### config.mk
export PLATFORM = sky130hd
export DESIGN_NAME = pd_shaper
export DESIGN_NICKNAME = d
export VERILOG_FILES = /design/src/rtl/radio_pd_pkg.sv /design/src/rtl/pd_shaper.sv
export SDC_FILE = /design/constraint.sdc
export NUM_CORES = 1
export LEC_CHECK = 0
export ABC_AREA = 1
export BUFFER_PORTS_ARGS = -buffer_cell sky130_fd_sc_hd__buf_2
export CAP_MARGIN = 15
export CORE_AREA = 3 3 98 100
export DETAILED_ROUTE_END_ITERATION = 8
export DIE_AREA = 0 0 101 103
export GPL_TIMING_DRIVEN = 0
export PLACE_DENSITY = 0.8
export SYNTH_ARGS = -nofsm -noshare
export SYNTH_HDL_FRONTEND = slang
export SYNTH_SLANG_ARGS = --single-unit
export TNS_END_PERCENT = 100
### constraint.sdc
create_clock -name clk_ad9866 -period 3.5 [get_ports clk_ad9866]
set_clock_uncertainty 0.1 [all_clocks]
set_input_delay 0.35 -clock clk_ad9866 [delete_from_list [all_inputs] [get_ports clk_ad9866]]
set_output_delay 0.35 -clock clk_ad9866 [all_outputs]
set_load 0.01 [all_outputs]
### src/rtl/radio_pd_pkg.sv
`default_nettype none

package radio_pd_pkg;

  // ----------------------------------------------------------------------
  // Datapath widths
  // ----------------------------------------------------------------------

  // TX I or Q sample, CORDIC output already scaled down
  typedef logic signed [15:0] sample_t;

  // One correction table entry, signed
  typedef logic signed [12:0] lut_val_t;

  // Word to the 12-bit DAC
  typedef logic [11:0] dac_t;

  // ----------------------------------------------------------------------
  // Command slave port
  // ----------------------------------------------------------------------

  // Command address
  typedef logic [5:0] cmd_addr_t;

  // Command data, also used for the audio stream word
  typedef logic [31:0] cmd_data_t;

  // Predistortion mode, taken from command data bits 17..16
  // Reserved codes fall back to the plain sample
  typedef enum logic [1:0] {
    PD_OFF  = 2'd0,
    PD_ON   = 2'd1,
    PD_RSV2 = 2'd2,
    PD_RSV3 = 2'd3
  } pd_mode_e;

  // Predistortion control command
  localparam cmd_addr_t CMD_ADDR_PD = 6'h2b;

  // Sub-index in data bits 31..24 that selects the mode update
  localparam logic [7:0] PD_SUBINDEX = 8'h00;

  // ----------------------------------------------------------------------
  // Timing
  // ----------------------------------------------------------------------

  // Cycles from a TX sample to its DAC word, same in every mode
  localparam int PD_LATENCY = 3;

endpackage

`default_nettype wire

### src/rtl/pd_shaper.sv
`default_nettype none

module pd_shaper #(
  parameter int LUT_ADDR_W = 12
) (
  input  wire                         clk_ad9866,
  input  wire                         rst_n_i,

  // Mode from the control decoder
  input  wire radio_pd_pkg::pd_mode_e pd_mode_i,

  // TX samples, one pair every cycle
  input  wire radio_pd_pkg::sample_t  tx_i_i,
  input  wire radio_pd_pkg::sample_t  tx_q_i,

  // Table lookup addresses
  output logic [LUT_ADDR_W-1:0]       rd_amp_a_addr_o,
  output logic [LUT_ADDR_W-1:0]       rd_amp_b_addr_o,
  output logic [LUT_ADDR_W-1:0]       rd_phase_addr_o,

  // Table entries, one cycle after the addresses
  input  wire radio_pd_pkg::lut_val_t rd_amp_a_i,
  input  wire radio_pd_pkg::lut_val_t rd_amp_b_i,
  input  wire radio_pd_pkg::lut_val_t rd_phase_i,

  // DAC word
  output radio_pd_pkg::dac_t          tx_data_dac_o
);

  import radio_pd_pkg::*;

  // Stage 1 registers
  sample_t i_s1;
  sample_t q_s1;
  sample_t sum_s1;

  // sqrt2 approximation of the stage 1 sum
  sample_t sum_rt2;

  // Plain path, second delay to match the table read
  dac_t    plain_s2;

  // Combined correction, 16-bit wrapping
  sample_t pd_sum;

  // ----------------------------------------------------------------------
  // Stage 1: register I, Q and I+Q
  // ----------------------------------------------------------------------

  always_ff @(posedge clk_ad9866 or negedge rst_n_i) begin
    if (!rst_n_i) begin
      i_s1   <= '0;
      q_s1   <= '0;
      sum_s1 <= '0;
    end else begin
      i_s1   <= tx_i_i;
      q_s1   <= tx_q_i;
      // Wraps at 16 bits like the sample itself
      sum_s1 <= sample_t'(tx_i_i + tx_q_i);
    end
  end

  // ----------------------------------------------------------------------
  // Stage 2: sqrt2 approximation and table addressing
  // ----------------------------------------------------------------------

  // S * (1 + 1/4 + 1/8 + 1/32) ~ S * 1.406
  // Residual error is folded into the phase table contents
  assign sum_rt2 = sum_s1 + (sum_s1 >>> 2) + (sum_s1 >>> 3) + (sum_s1 >>> 5);

  // Low bits of signed samples index the tables directly
  assign rd_amp_a_addr_o = i_s1[LUT_ADDR_W-1:0];
  assign rd_amp_b_addr_o = q_s1[LUT_ADDR_W-1:0];

  // Phase index drops bit 0, i.e. (I+Q)/sqrt2 with a halved range
  assign rd_phase_addr_o = sum_rt2[LUT_ADDR_W:1];

  // Plain word waits here while the tables are read
  always_ff @(posedge clk_ad9866 or negedge rst_n_i) begin
    if (!rst_n_i) begin
      plain_s2 <= '0;
    end else begin
      plain_s2 <= i_s1[11:0];
    end
  end

  // ----------------------------------------------------------------------
  // Stage 3: combine and select
  // ----------------------------------------------------------------------

  // amp(I) - amp(Q) + phase(R), entries sign extended to 16 bits
  assign pd_sum = sample_t'(rd_amp_a_i) - sample_t'(rd_amp_b_i) + sample_t'(rd_phase_i);

  // Reserved modes behave as off
  always_ff @(posedge clk_ad9866 or negedge rst_n_i) begin
    if (!rst_n_i) begin
      tx_data_dac_o <= '0;
    end else begin
      case (pd_mode_i)
        PD_ON:   tx_data_dac_o <= pd_sum[11:0];
        default: tx_data_dac_o <= plain_s2;
      endcase
    end
  end

  // Known samples for the whole pipeline depth give a known DAC word
  a_dac_known : assert property (
    @(posedge clk_ad9866) disable iff (!rst_n_i)
    (!$isunknown({tx_i_i, tx_q_i}))[*PD_LATENCY] |=> !$isunknown(tx_data_dac_o)
  ) else $error("pd_shaper: DAC word unknown with known samples");

endmodule

`default_nettype wire

==> flow_summary_export.csv <==
group,metric,value,unit
detailed_routing,drc_errors,0,
worst_setup_path,slowest_delay,550,ps
die,start_util,0.544,
die,fp-row-count,34,
worst_setup_path,arrival,3030,ps
cells_and_area,antenna_cells,0,
timing,timing.fmax,287,MHz
detailed_routing,drt-pass1-iter-count,4,
synthesis,yosys_register_bits,64,
place,place_ws,120,ps
power,peakVddDrop,0.704,mV
synthesis,synth_area_leaders,"dfrtp_1, fa_1, nand2_1",
grt,track_usage,0.225,
grt,overflow,0,
clock_network,cts_tree,"built",
place,hpwl,8970,microns
timing,slew_headroom,0.562,
timing,fin_ws,15.5,ps
timing,post-route-min-period,3480,ps
grt,antenna_found_initial,0,
power,p_int,2.86,mW
die,die_width,101,microns
timing,period_share,0.996,
synthesis,synth_cells,579,
clock_network,cts_num_sinks,64,
grt,grt_pass1_vias,4234,
synthesis,ys_async_sr_fraction,1.00,
timing,rsz0062_at_grt,"yes",
clock_network,insertion_delay,330,ps
synthesis,syn_area_per_cell,8.23,sq um
run_status,status,"finished, final reports clean",
worst_setup_path,cp_max_fo,6,
synthesis,synth_top_area_cell,"dfrtp_1",
worst_setup_path,critPathBufInv,3,
cells_and_area,syn_to_final_growth,25.8,%
worst_setup_path,critical_path.cell_chain,"inv_2, fa_1, fa_1, inv_1, ha_4, a21oi_2, nand2_1, nand2_1, nand2_2, nand2_2, nand2_1, nand2_1, nand2_1, buf_2",
power,leakage,3.37,nW
synthesis,yosysMostFrequentCell,"nand2_1",
detailed_routing,vias,4098,
power,clockPowerShare,0.142,
synthesis,synth-main-ff-cell,"dfrtp_1",
clock_network,root_buffer,"clkbuf_8",
cells_and_area,layout-drive-gt1-share,0.265,
worst_hold_path,min_path_type,"input pin to flop",
timing,fin_hold_ws,34.7,ps
power,switching_share,0.471,
timing,maxSlewViolCount,0,
worst_setup_path,path_delay_family,"adder cells",
clock_network,numCtsBuffers,9,
synthesis,synth_cell_type_count,29,
detailed_routing,drtIter0Drc,144,
detailed_routing,drt-total-wl,11300,microns
clock_network,clk_path_buf_depth,2,
power,switching_power,2.55,mW
place,gp_congestion,0.902,
worst_setup_path,critPathRequiredTime,3050,ps
clock_network,path_clk_slew,70,ps
power,powerDensity,903,mW/mm^2
timing,setup_viol_count_final,0,
grt,grt_max_degree,38,
synthesis,synth-edff-count,0,
worst_setup_path,start_kind,"flop",
synthesis,seq_area_frac_synth,0.336,
synthesis,synth_top_cells_by_count,"nand2_1, inv_1, dfrtp_1",
power,p_comb_frac,0.701,
clock_network,cts_max_level,3,
timing,tightest_slew,657,ps
timing,hold_viol,0,
detailed_routing,ant_nets,0,
die,core,0.00876,sq mm
worst_setup_path,cp_common_cell,"nand2_1",
synthesis,yosysTopAreaCellShare,0.336,
synthesis,synthesis.nets,728,
power,seq_power_share,0.157,
cells_and_area,nets,866,
grt,grt_pass1_wl,18600,microns
die,die_y,103,microns
synthesis,syn_area,0.00476,sq mm
worst_setup_path,end_kind,"output port",
place,numPortBuffers,119,
die,die-area,0.0104,sq mm
worst_setup_path,path_class,"flop to output port",
die,boundaryPins,123,
detailed_routing,routedWlPerCell,13.6,microns
worst_setup_path,critPathSlowestCell,"fa_1",
detailed_routing,vias_per_cell,4.94,
synthesis,ys.warnings.count,0,
flow_run,maxCapViolCount,0,
cell families (layout without fill, tap and decap cells):
logic type,count (synthesis),count (layout),synth area share
compound gates,52,52,0.0614
xor+xnor,24,24,0.0441
fa+ha+maj,74,74,0.251
buf+inv,136,279,0.107
flops,64,64,0.336
simple gates,229,229,0.200
cell type report:
class                      instances  area (sq um)
inverter                         135           512
fill                             698          2770
clock inverter                     7           119
clock buffer                       9           124
buffer                             1          5.00
tap                              108           135
sequential                        64          1600
multi-input combinational        379          2820
timing repair buffer             127           674
cells in the final DEF (no fill, tap or decap), drive strengths merged, types with 9 or more instances in the layout:
cell type / count
dfrtp: 64
fa: 36
ha: 38
nand2: 145
clkbuf: 9
xor2: 18
inv: 136
o21ai: 16
a21oi: 28
nand3: 37
buf: 127
nor2: 36
state kept, by name, summed over array words and instances (netlist names):
name	count
sum_s1	16
i_s1	12
plain_s2	12
q_s1	12
tx_data_dac_o	12
final timing paths:
path | cells past startpoint | slack (ps) | endpoint | from
worst min register to register | 0 | 280 | plain_s2[3] | i_s1[3]
min in group asynchronous | 2 | 470 | q_s1[8] | rst_n_i
worst max register to register | 2 | 2740 | tx_data_dac_o[7] | plain_s2[7]
max in group asynchronous | 3 | 2210 | i_s1[7] | rst_n_i
worst min-delay path | 1 | 30 | i_s1[5] | tx_i_i[5]
worst max-delay path | 14 | 20 | rd_phase_addr_o[11] | sum_s1[5]
layer usage:
metal,part of all wire,GRT usage
met5,0,0
met4,0.019,0.0481
met3,0.059,0.0426
met2,0.54,0.435
met1,0.38,0.258
through the flow:
stage	util	cell area (sq um)	total power, mW	TNS (ps)	std cells
2_1_floorplan	-	4760	3.01	0	579
3_3_place_gp	0.627	5500	3.85	0	806
3_5_place_dp	0.629	5520	3.93	0	807
4_1_cts	0.670	5870	4.95	-7.97	829
5_1_grt	0.684	5990	5.87	-392	830
6_report	0.684	5990	5.41	0	830
timing repair:
action                                  CTS  global route
endpoints found under the hold margin    27             0
endpoints found under the setup margin    8             8
buffers inserted                          5             1
resized for setup                        26            26
hold buffers                              1             0
pin swaps                                 5            22
gates cloned                              0             0
power by group through the flow:
stage	Clock, mW	Sequential, mW	Combinational [mW]
floorplan	0	0.867	2.14
global placement	0	0.855	3.00
detailed placement	0	0.858	3.07
CTS	0.780	0.848	3.33
global route	0.817	0.857	4.19
finish	0.768	0.851	3.79
Power figures use the tool's default switching activity.
