[src/rtl/radio_pd_pkg.sv]
`default_nettype none

package radio_pd_pkg;

  // ----------------------------------------------------------------------
  // Datapath widths
  // ----------------------------------------------------------------------

  // TX I or Q sample, CORDIC output already scaled down
  typedef logic signed [15:0] sample_t;

  // One correction table entry, signed
  typedef logic signed [12:0] lut_val_t;

  // Word to the 12-bit DAC
  typedef logic [11:0] dac_t;

  // ----------------------------------------------------------------------
  // Command slave port
  // ----------------------------------------------------------------------

  // Command address
  typedef logic [5:0] cmd_addr_t;

  // Command data, also used for the audio stream word
  typedef logic [31:0] cmd_data_t;

  // Predistortion mode, taken from command data bits 17..16
  // Reserved codes fall back to the plain sample
  typedef enum logic [1:0] {
    PD_OFF  = 2'd0,
    PD_ON   = 2'd1,
    PD_RSV2 = 2'd2,
    PD_RSV3 = 2'd3
  } pd_mode_e;

  // Predistortion control command
  localparam cmd_addr_t CMD_ADDR_PD = 6'h2b;

  // Sub-index in data bits 31..24 that selects the mode update
  localparam logic [7:0] PD_SUBINDEX = 8'h00;

  // ----------------------------------------------------------------------
  // Timing
  // ----------------------------------------------------------------------

  // Cycles from a TX sample to its DAC word, same in every mode
  localparam int PD_LATENCY = 3;

endpackage

`default_nettype wire

[src/rtl/pd_ctrl.sv]
`default_nettype none

module pd_ctrl #(
  parameter int LUT_ADDR_W = 12
) (
  input  wire                          clk_ad9866,
  input  wire                          rst_n_i,

  // Command slave port
  input  wire radio_pd_pkg::cmd_addr_t cmd_addr_i,
  input  wire radio_pd_pkg::cmd_data_t cmd_data_i,
  input  wire                          cmd_rqst_i,

  // Side audio stream carrying table entries
  input  wire radio_pd_pkg::cmd_data_t lr_tdata_i,
  input  wire                          lr_tvalid_i,

  // Current predistortion mode
  output radio_pd_pkg::pd_mode_e       pd_mode_o,

  // Table write port
  output logic                         lut_wr_amp_o,
  output logic                         lut_wr_phase_o,
  output logic [LUT_ADDR_W-1:0]        lut_wr_addr_o,
  output radio_pd_pkg::lut_val_t       lut_wr_data_o
);

  import radio_pd_pkg::*;

  // Stream word layout
  localparam int LR_SEL_BIT   = 28;
  localparam int LR_ADDR_LSB  = 16;
  localparam int LR_VALUE_MSB = 12;

  logic pd_cmd_hit;
  logic lr_sel_phase;

  // ----------------------------------------------------------------------
  // Command decode
  // ----------------------------------------------------------------------

  // Only the PD command with sub-index zero touches the mode
  // Everything else on the port is ignored here
  assign pd_cmd_hit = cmd_rqst_i &&
                      (cmd_addr_i == CMD_ADDR_PD) &&
                      (cmd_data_i[31:24] == PD_SUBINDEX);

  // Mode register, updated on the edge that samples the request
  always_ff @(posedge clk_ad9866 or negedge rst_n_i) begin
    if (!rst_n_i) begin
      pd_mode_o <= PD_OFF;
    end else if (pd_cmd_hit) begin
      pd_mode_o <= pd_mode_e'(cmd_data_i[17:16]);
    end
  end

  // ----------------------------------------------------------------------
  // Stream to table writes
  // ----------------------------------------------------------------------

  // Bit 28 high selects the phase curve
  assign lr_sel_phase = lr_tdata_i[LR_SEL_BIT];

  // One-hot strobes, one per valid beat
  always_ff @(posedge clk_ad9866 or negedge rst_n_i) begin
    if (!rst_n_i) begin
      lut_wr_amp_o   <= 1'b0;
      lut_wr_phase_o <= 1'b0;
    end else begin
      lut_wr_amp_o   <= lr_tvalid_i && !lr_sel_phase;
      lut_wr_phase_o <= lr_tvalid_i && lr_sel_phase;
    end
  end

  // Address and value follow the strobe by the same cycle
  always_ff @(posedge clk_ad9866) begin
    if (lr_tvalid_i) begin
      lut_wr_addr_o <= lr_tdata_i[LR_ADDR_LSB +: LUT_ADDR_W];
      lut_wr_data_o <= lut_val_t'(lr_tdata_i[LR_VALUE_MSB:0]);
    end
  end

  // Never write both curves from one beat
  a_wr_onehot : assert property (
    @(posedge clk_ad9866) disable iff (!rst_n_i)
    !(lut_wr_amp_o && lut_wr_phase_o)
  ) else $error("pd_ctrl: amplitude and phase strobes both high");

endmodule

`default_nettype wire

[config.mk]
export PLATFORM = sky130hd
export DESIGN_NAME = pd_ctrl
export DESIGN_NICKNAME = d
export VERILOG_FILES = /design/src/rtl/radio_pd_pkg.sv /design/src/rtl/pd_ctrl.sv
export SDC_FILE = /design/constraint.sdc
export NUM_CORES = 1
export LEC_CHECK = 0
export BUFFER_PORTS_ARGS = -buffer_cell sky130_fd_sc_hd__buf_2
export CAP_MARGIN = 20
export CORE_MARGIN = 4
export CORE_UTILIZATION = 30
export DETAILED_ROUTE_END_ITERATION = 16
export GPL_ROUTABILITY_DRIVEN = 0
export PLACE_DENSITY = 0.82
export REMOVE_ABC_BUFFERS = 1
export SLEW_MARGIN = 20
export SYNTH_ARGS = -nofsm -noshare
export SYNTH_HDL_FRONTEND = slang
export SYNTH_SLANG_ARGS = --single-unit
export TNS_END_PERCENT = 100
[constraint.sdc]
create_clock -name clk_ad9866 -period 0.8 [get_ports clk_ad9866]
set_input_delay 0.04 -clock clk_ad9866 [delete_from_list [all_inputs] [get_ports clk_ad9866]]
set_output_delay 0.04 -clock clk_ad9866 [all_outputs]
set_load 0.02 [all_outputs]
==> results.md, run 1 <==
- CTS Root Cell: clkbuf_4
- Most area-consuming cells after synthesis: edfxtp_1 81%, dfrtp_1 11%, mux2_1 2.4%
- Cell area after synthesis: 932.1 um^2
- Synth Instances: 38
- Fin Clk Skew: 0 ps
- Startpoint Class: flip-flop
- Crit path arrival time: 880 ps
- Post-synthesis mux area share: 2.416%
- PnR Total Power: 3291 uW
- Hold Slack: 86.14 ps
- Worst R2R Setup Slack: -90 ps
- Die area: 0.004063 mm^2
- Fin worst setup slack: -115.2 ps
- Worst skew pair latency: 310 ps
- Setup CP Type: flip-flop to output pin
- Total number of vias: 785
- CP delay by family, top: flip-flops
- Nets: 225
- Dpl cell area: 0.001381 mm^2
- First-pass GRT wire length: 4126 um
- PD cells: 1760 mW/mm^2
- FF+latch count, synth: 29
- R2r endpoint: pd_mode_o[0]
- Io pins: 103
- Tot GR Track Use: 13.87%
- CTS tree: yes
- Max clock buf depth: 2
- Combinational family with the most area after synthesis: simple AND/OR/NAND/NOR gates
- Min Tclk post-route: 915.2 ps
- RSZ-0062 raised after global routing: yes
- Reg2reg start: pd_mode_o[0]
- ANT cells: 0
- CP bufs+invs: 1
- Adder-cell share of the synthesized area: 0%
- Yosys top cell by area: edfxtp_1
- P_leak: 0.0008460 uW
- Initial antenna violation count: 0
- CTS buffer count: 5
- Outcome: finished, violations left
- Hold WC Path Type: input pin to asynchronous set/reset pin
- Final Cell Area: 0.001871 mm^2
- Core Area: 0.002853 mm^2
- Reg2Reg Depth: 2
- Die W: 63.74 um
- Violated checks: setup timing
- Fillcell total: 213
- Total Wirelength: 2625 um
- Port Buffers: 74
- Crit end category: output pin
- Post-Synth XOR/XNOR Area: 0%
- Initial Util: 32.68%
- Max-cap violations: 0
- Final hold violations: 0
- Proportion of layout cells with a drive suffix above 1: 57.24%
- Largest net degree at the start of global routing: 16
- Commonest non-fill, non-tap cells in the layout: 54 x buf_2, 29 x dlygate4sd3_1, 25 x edfxtp_1
- Post-DR vias/cell: 4.290
- Slowest stage delay, CP: 410 ps
- Max frequency: 1093 MHz
- Synth warnings: 0
- Worst path slowest cell: edfxtp_1
- Vias in the first global route: 898
- Worst VDD drop: 0.001099 V
- Complex-gate fraction of the synthesized area: 0%
- Syn_area_per_cell: 24.53 um^2
- Commonest non-fill, non-tap cell in the layout: buf_2
- Fin crit share: 114.4%
- Distinct cell type count after synthesis: 10
- TritonRoute pass-1 iters: 4
- Critical path required time: 760 ps
- Worst slew margin: 86.91%
- Layout area overhead: 100.7%
- Synth Area in Simple Gates: 6.309%
- Clock Sinks: 29
- Cells along the critical path: buf_6
- H-tree levels: 2
- Row cnt: 19
- GR Overflow Total: 0
- Measured slew at the worst slew-check pin: 195.8 ps
- DRC violations left: 0
- Worst-path clk slew: 90 ps
- Post-synthesis sequential area ratio: 91.28%
- WL/cell: 14.34 um
- Setup_tns: -2600 ps
- Post-synth top area share: 80.54%
- Crit path max fanout: 1
- Max Slew Vio Count: 0
- Endpoints failing setup: 30
- Die Y-Extent: 63.74 um
- Post-DRT Antenna Nets: 0
- Initial DRC count: 42
==> cell type report <==
| type | instances | area, um^2 | area share (%) |
|---|---|---|---|
| sequential | 29 | 850.8 | 45.49 |
| tap | 31 | 38.79 | 2.074 |
| timing repair buffer | 106 | 833.3 | 44.55 |
| clock buffer | 8 | 58.81 | 3.144 |
| multi-input combinational | 9 | 88.84 | 4.749 |
==> worst max-delay path by stage <==
stage	startpoint	end	slack (ps)	depth (start not counted)
final	lut_wr_addr_o[2]	lut_wr_addr_o[2]	-120	1
after global routing	lut_wr_addr_o[0]	lut_wr_addr_o[0]	-160	1
after CTS	lut_wr_addr_o[5]	lut_wr_addr_o[5]	-150	1
after detailed placement	cmd_data_i[25]	pd_mode_o[1]	-230	4
after global placement	cmd_data_i[25]	pd_mode_o[0]	-190	4
after floorplan	cmd_data_i[25]	pd_mode_o[0]	-70	3
==> logic make-up (layout without fill, tap and decap cells) <==
family,count (synthesis),count (layout)
DFF,29,29
buffers and inverters,0,114
and+or+nand+nor,7,7
muxes,2,2
==> state kept, by name, summed over array words and instances (netlist names) <==
signal / count
lut_wr_data_o: 13
lut_wr_addr_o: 12
pd_mode_o: 2
lut_wr_amp_o: 1
lut_wr_phase_o: 1
==> power breakdown <==
part           internal (uW)  total, uW  leakage (uW)  switching [uW]
clock                    433        885     0.0000326             452
combinational            343        601      0.000515             258
sequential              1760       1800      0.000298            41.6
total                   2540       3290      0.000846             752
==> layer usage <==
layer	track usage (%)	share of wire, %	vias to the layer above
met4	9.164	3.4	0
met5	0	0	-
met3	4.203	6.1	11
met2	25.81	58	43
li1	-	-	377
met1	12.98	32	354
==> stage by stage <==
step | setup slack (ps) | cells | utilization (%)
2_1_floorplan | -67.37 | 38 | -
5_1_grt | -160.0 | 183 | 65.57
6_report | -115.2 | 183 | 65.57
3_3_place_gp | -185.2 | 145 | 48.42
3_5_place_dp | -228.3 | 145 | 48.42
4_1_cts | -149.3 | 182 | 62.46
==> Yosys cell counts <==
master    instances
and4b_1           1
nor2b_1           1
mux2_1            2
nand4_1           1
and4bb_2          1
nor4_2            1
edfxtp_1         25
dfrtp_1           4
and2_1            1
nor3_1            1
==> what timing repair did <==
action / CTS / global route
endpoints found under the setup margin: 30 / 30
resized for setup: 16 / 26
setup buffers: 0 / 1
hold endpoints to repair: 33 / 0
hold buffers: 29 / 0
(Power assumes the default switching activity.)
==> inputs of run 2 (changes only) <==
- ABC_AREA: default -> 1
- PLACE_DENSITY: 0.82 -> 0.81
- RECOVER_POWER: default -> 100
==> run 2 against run 1 <==
  * The run still ends with setup timing left
  * Via count rose by 11%
  * Wire length rose by 6.8%
  * Critical path depth did not move
==> results.md, run 2 <==
- Port Buffers: 74 (unchanged)
- Setup CP Type: flip-flop to output pin
- CP delay by family, top: flip-flops
- Hold WC Path Type: input pin to asynchronous set/reset pin
- Fin worst setup slack: -97.50 ps (+17.67 ps)
- Worst path slowest cell: edfxtp_1
- Initial Util: 31.50% (-1.2 points)
- Io pins: 103 (unchanged)
- CTS tree: yes
- Min Tclk post-route: 897.5 ps (-17.67 ps)
- Measured slew at the worst slew-check pin: 342.5 ps (+146.7 ps)
- Distinct cell type count after synthesis: 7 (-3)
- CP bufs+invs: 1 (unchanged)
- Outcome: finished, violations left
- CTS buffer count: 5 (unchanged)
- Final hold violations: 0 (unchanged)
- Top Metal Used: met4
- Reg with most FFs: lut_wr_data_o
- Commonest non-fill, non-tap cells in the layout: 51 x buf_2, 29 x dlygate4sd3_1, 25 x edfxtp_1
- Clock Sinks: 29 (unchanged)
- Most numerous cell in the Yosys netlist: edfxtp_1
- Layout area overhead: 91.61%
- R2r endpoint: pd_mode_o[0]
- Max Slew Vio Count: 0 (unchanged)
- FF+latch count, synth: 29 (unchanged)
- Reg2reg start: pd_mode_o[0]
- PnR Total Power: 3186 uW (-3.2%)
- Critical path required time: 760 ps (about the same)
- Total number of vias: 872 (+11%)
- Vias in the first global route: 999 (+11%)
- Commonest non-fill, non-tap cell in the layout: buf_2
- Nets: 244 (+8.4%)
- Setup bufs post-CTS: 0 (unchanged)
- Flip-flop count of the largest register after layout: 13 (unchanged)
- Met3 Routed Length: 316 um (+98%)
- Worst slew margin: 77.16% (-9.7 points)
- Hold Slack: 90.88 ps (+4.741 ps)
- Proportion of layout cells with a drive suffix above 1: 46.78% (-10 points)
- PD cells: 1715 mW/mm^2 (-2.5%)
- Met1 wire length: 835 um (-0.36%)
- Async S/R FF share, synth: 13.79% (unchanged)
- Yosys top cell by area: edfxtp_1
- Reg2Reg Depth: 2 (unchanged)
- Post-synth top flop: edfxtp_1
- Max clock buf depth: 2 (unchanged)
- Core Area: 0.003078 mm^2 (+7.9%)
- First-pass GRT wire length: 4250 um (+3.0%)
- Post-synth top area share: 77.42% (-3.1 points)
- Die W: 64.86 um (+1.7%)
- RSZ-0062 raised after global routing: yes
- P_leak: 0.0008561 uW (+1.2%)
- Fillcell total: 254 (+19%)
- Max frequency: 1114 MHz (+2.0%)
- Worst-path clk slew: 80 ps (about the same)
- TritonRoute pass-1 iters: 3 (-1)
- Worst R2R Setup Slack: 150 ps (+240 ps)
- Synth warnings: 0 (unchanged)
- CTS Root Cell: clkbuf_4
- Crit path max fanout: 1 (unchanged)
- Endpoints failing setup: 29 (-3.3%)
- Violated checks: setup timing
- Post-synth EDFFs: 25 (unchanged)
- Commonest cells post-synth: 25 x edfxtp_1, 11 x nand2_1, 7 x inv_1
- WP depth: 1 (unchanged)
- Startpoint Class: flip-flop
- Synth Instances: 58 (+53%)
- Die Y-Extent: 64.86 um (+1.7%)
- Die area: 0.004206 mm^2 (+3.5%)
- Worst VDD drop: 0.001174 V (+6.9%)
- Syn_area_per_cell: 16.72 um^2 (-32%)
- Registers with the most flip-flops: lut_wr_data_o x13, lut_wr_addr_o x12, pd_mode_o x2
- Worst skew pair latency: 300 ps (about the same)
- Post-DR vias/cell: 4.056 (-5.5%)
- Tot GR Track Use: 13.80% (-0.073 points)
- Post-DRT Antenna Nets: 0 (unchanged)
- Initial antenna violation count: 0 (unchanged)
- Crit end category: output pin
- Cells along the critical path: buf_6
- Post-synthesis sequential area ratio: 87.74% (-3.5 points)
- Total Wirelength: 2803 um (+6.8%)
- WL met2: 1596 um (+4.0%)
- Slowest stage delay, CP: 400 ps (about the same)
- ANT cells: 0 (unchanged)
- Largest net degree at the start of global routing: 15 (-1)
- Max-cap violations: 0 (unchanged)
- Fin Clk Skew: 0 ps (unchanged)
- GR Overflow Total: 0 (unchanged)
- H-tree levels: 2 (unchanged)
- Cell area after synthesis: 969.7 um^2 (+4.0%)
- Initial DRC count: 5 (-88%)
- Crit path arrival time: 860 ps (-20 ps)
- Post-DP HPWL: 1911 um
- WL/cell: 13.04 um (-9.1%)
- DRC violations left: 0 (unchanged)
- Fin crit share: 112.2% (-2.2 points)
- Most area-consuming cells after synthesis: edfxtp_1 77%, dfrtp_1 10%, nand2_1 4.3%
- Row cnt: 20 (+1)
==> run 2: cells by family after synthesis <==
| group | count (synthesis) | share of synthesized area, % |
|---|---|---|
| AND/OR/NAND/NOR | 22 | 9.549 |
| buffers and inverters | 7 | 2.710 |
| flip-flops | 29 | 87.74 |
==> run 2: routing by layer <==
layer  vias to the layer above  global-route usage [%]
li1                        418                       -
met4                         0                   6.069
met2                        55                   26.31
met1                       392                   12.01
met3                         7                   6.412
met5                         -                       0
==> run 2: final cells by class <==
cell class	count	area (um^2)	share of cell area [%]
repair buffers	105	784.5	42.22
multi-input cells	22	92.59	4.983
flip-flops and latches	29	850.8	45.79
inverters	7	26.28	1.414
clock buffers	8	48.80	2.626
well taps	44	55.05	2.963
==> run 2: per-stage QoR <==
step	area, um^2	setup TNS (ps)	cells	worst slack [ps]	utilization [%]
global route	1858	-3354	215	-136.4	60.37
CTS	1843	-2780	215	-116.1	59.88
floorplan	969.7	0	58	124.0	-
detailed placement	1435	-91.13	178	-57.40	46.63
global placement	1435	0	178	94.19	46.63
finish	1858	-2173	215	-97.50	60.37
==> run 2: worst max path at each step <==
stage                             to  slack (ps)              from
finish              lut_wr_addr_o[7]        -100  lut_wr_addr_o[7]
global route        lut_wr_addr_o[4]        -140  lut_wr_addr_o[4]
CTS                 lut_wr_data_o[1]        -120  lut_wr_data_o[1]
detailed placement      pd_mode_o[0]         -60    cmd_data_i[28]
global placement        pd_mode_o[1]          90    cmd_data_i[28]
floorplan               pd_mode_o[0]         120      pd_mode_o[0]
==> run 2: power by group <==
part	total [uW]	switching, uW	internal [uW]
Clock	793	443	350
Combinational	591	270	321
Sequential	1800	39.2	1760
==> run 2: what timing repair did <==
action,4_1_cts,5_1_grt
endpoints found under the setup margin,29,29
gates resized for setup,22,16
endpoints found under the hold margin,33,0
hold buffers,29,0
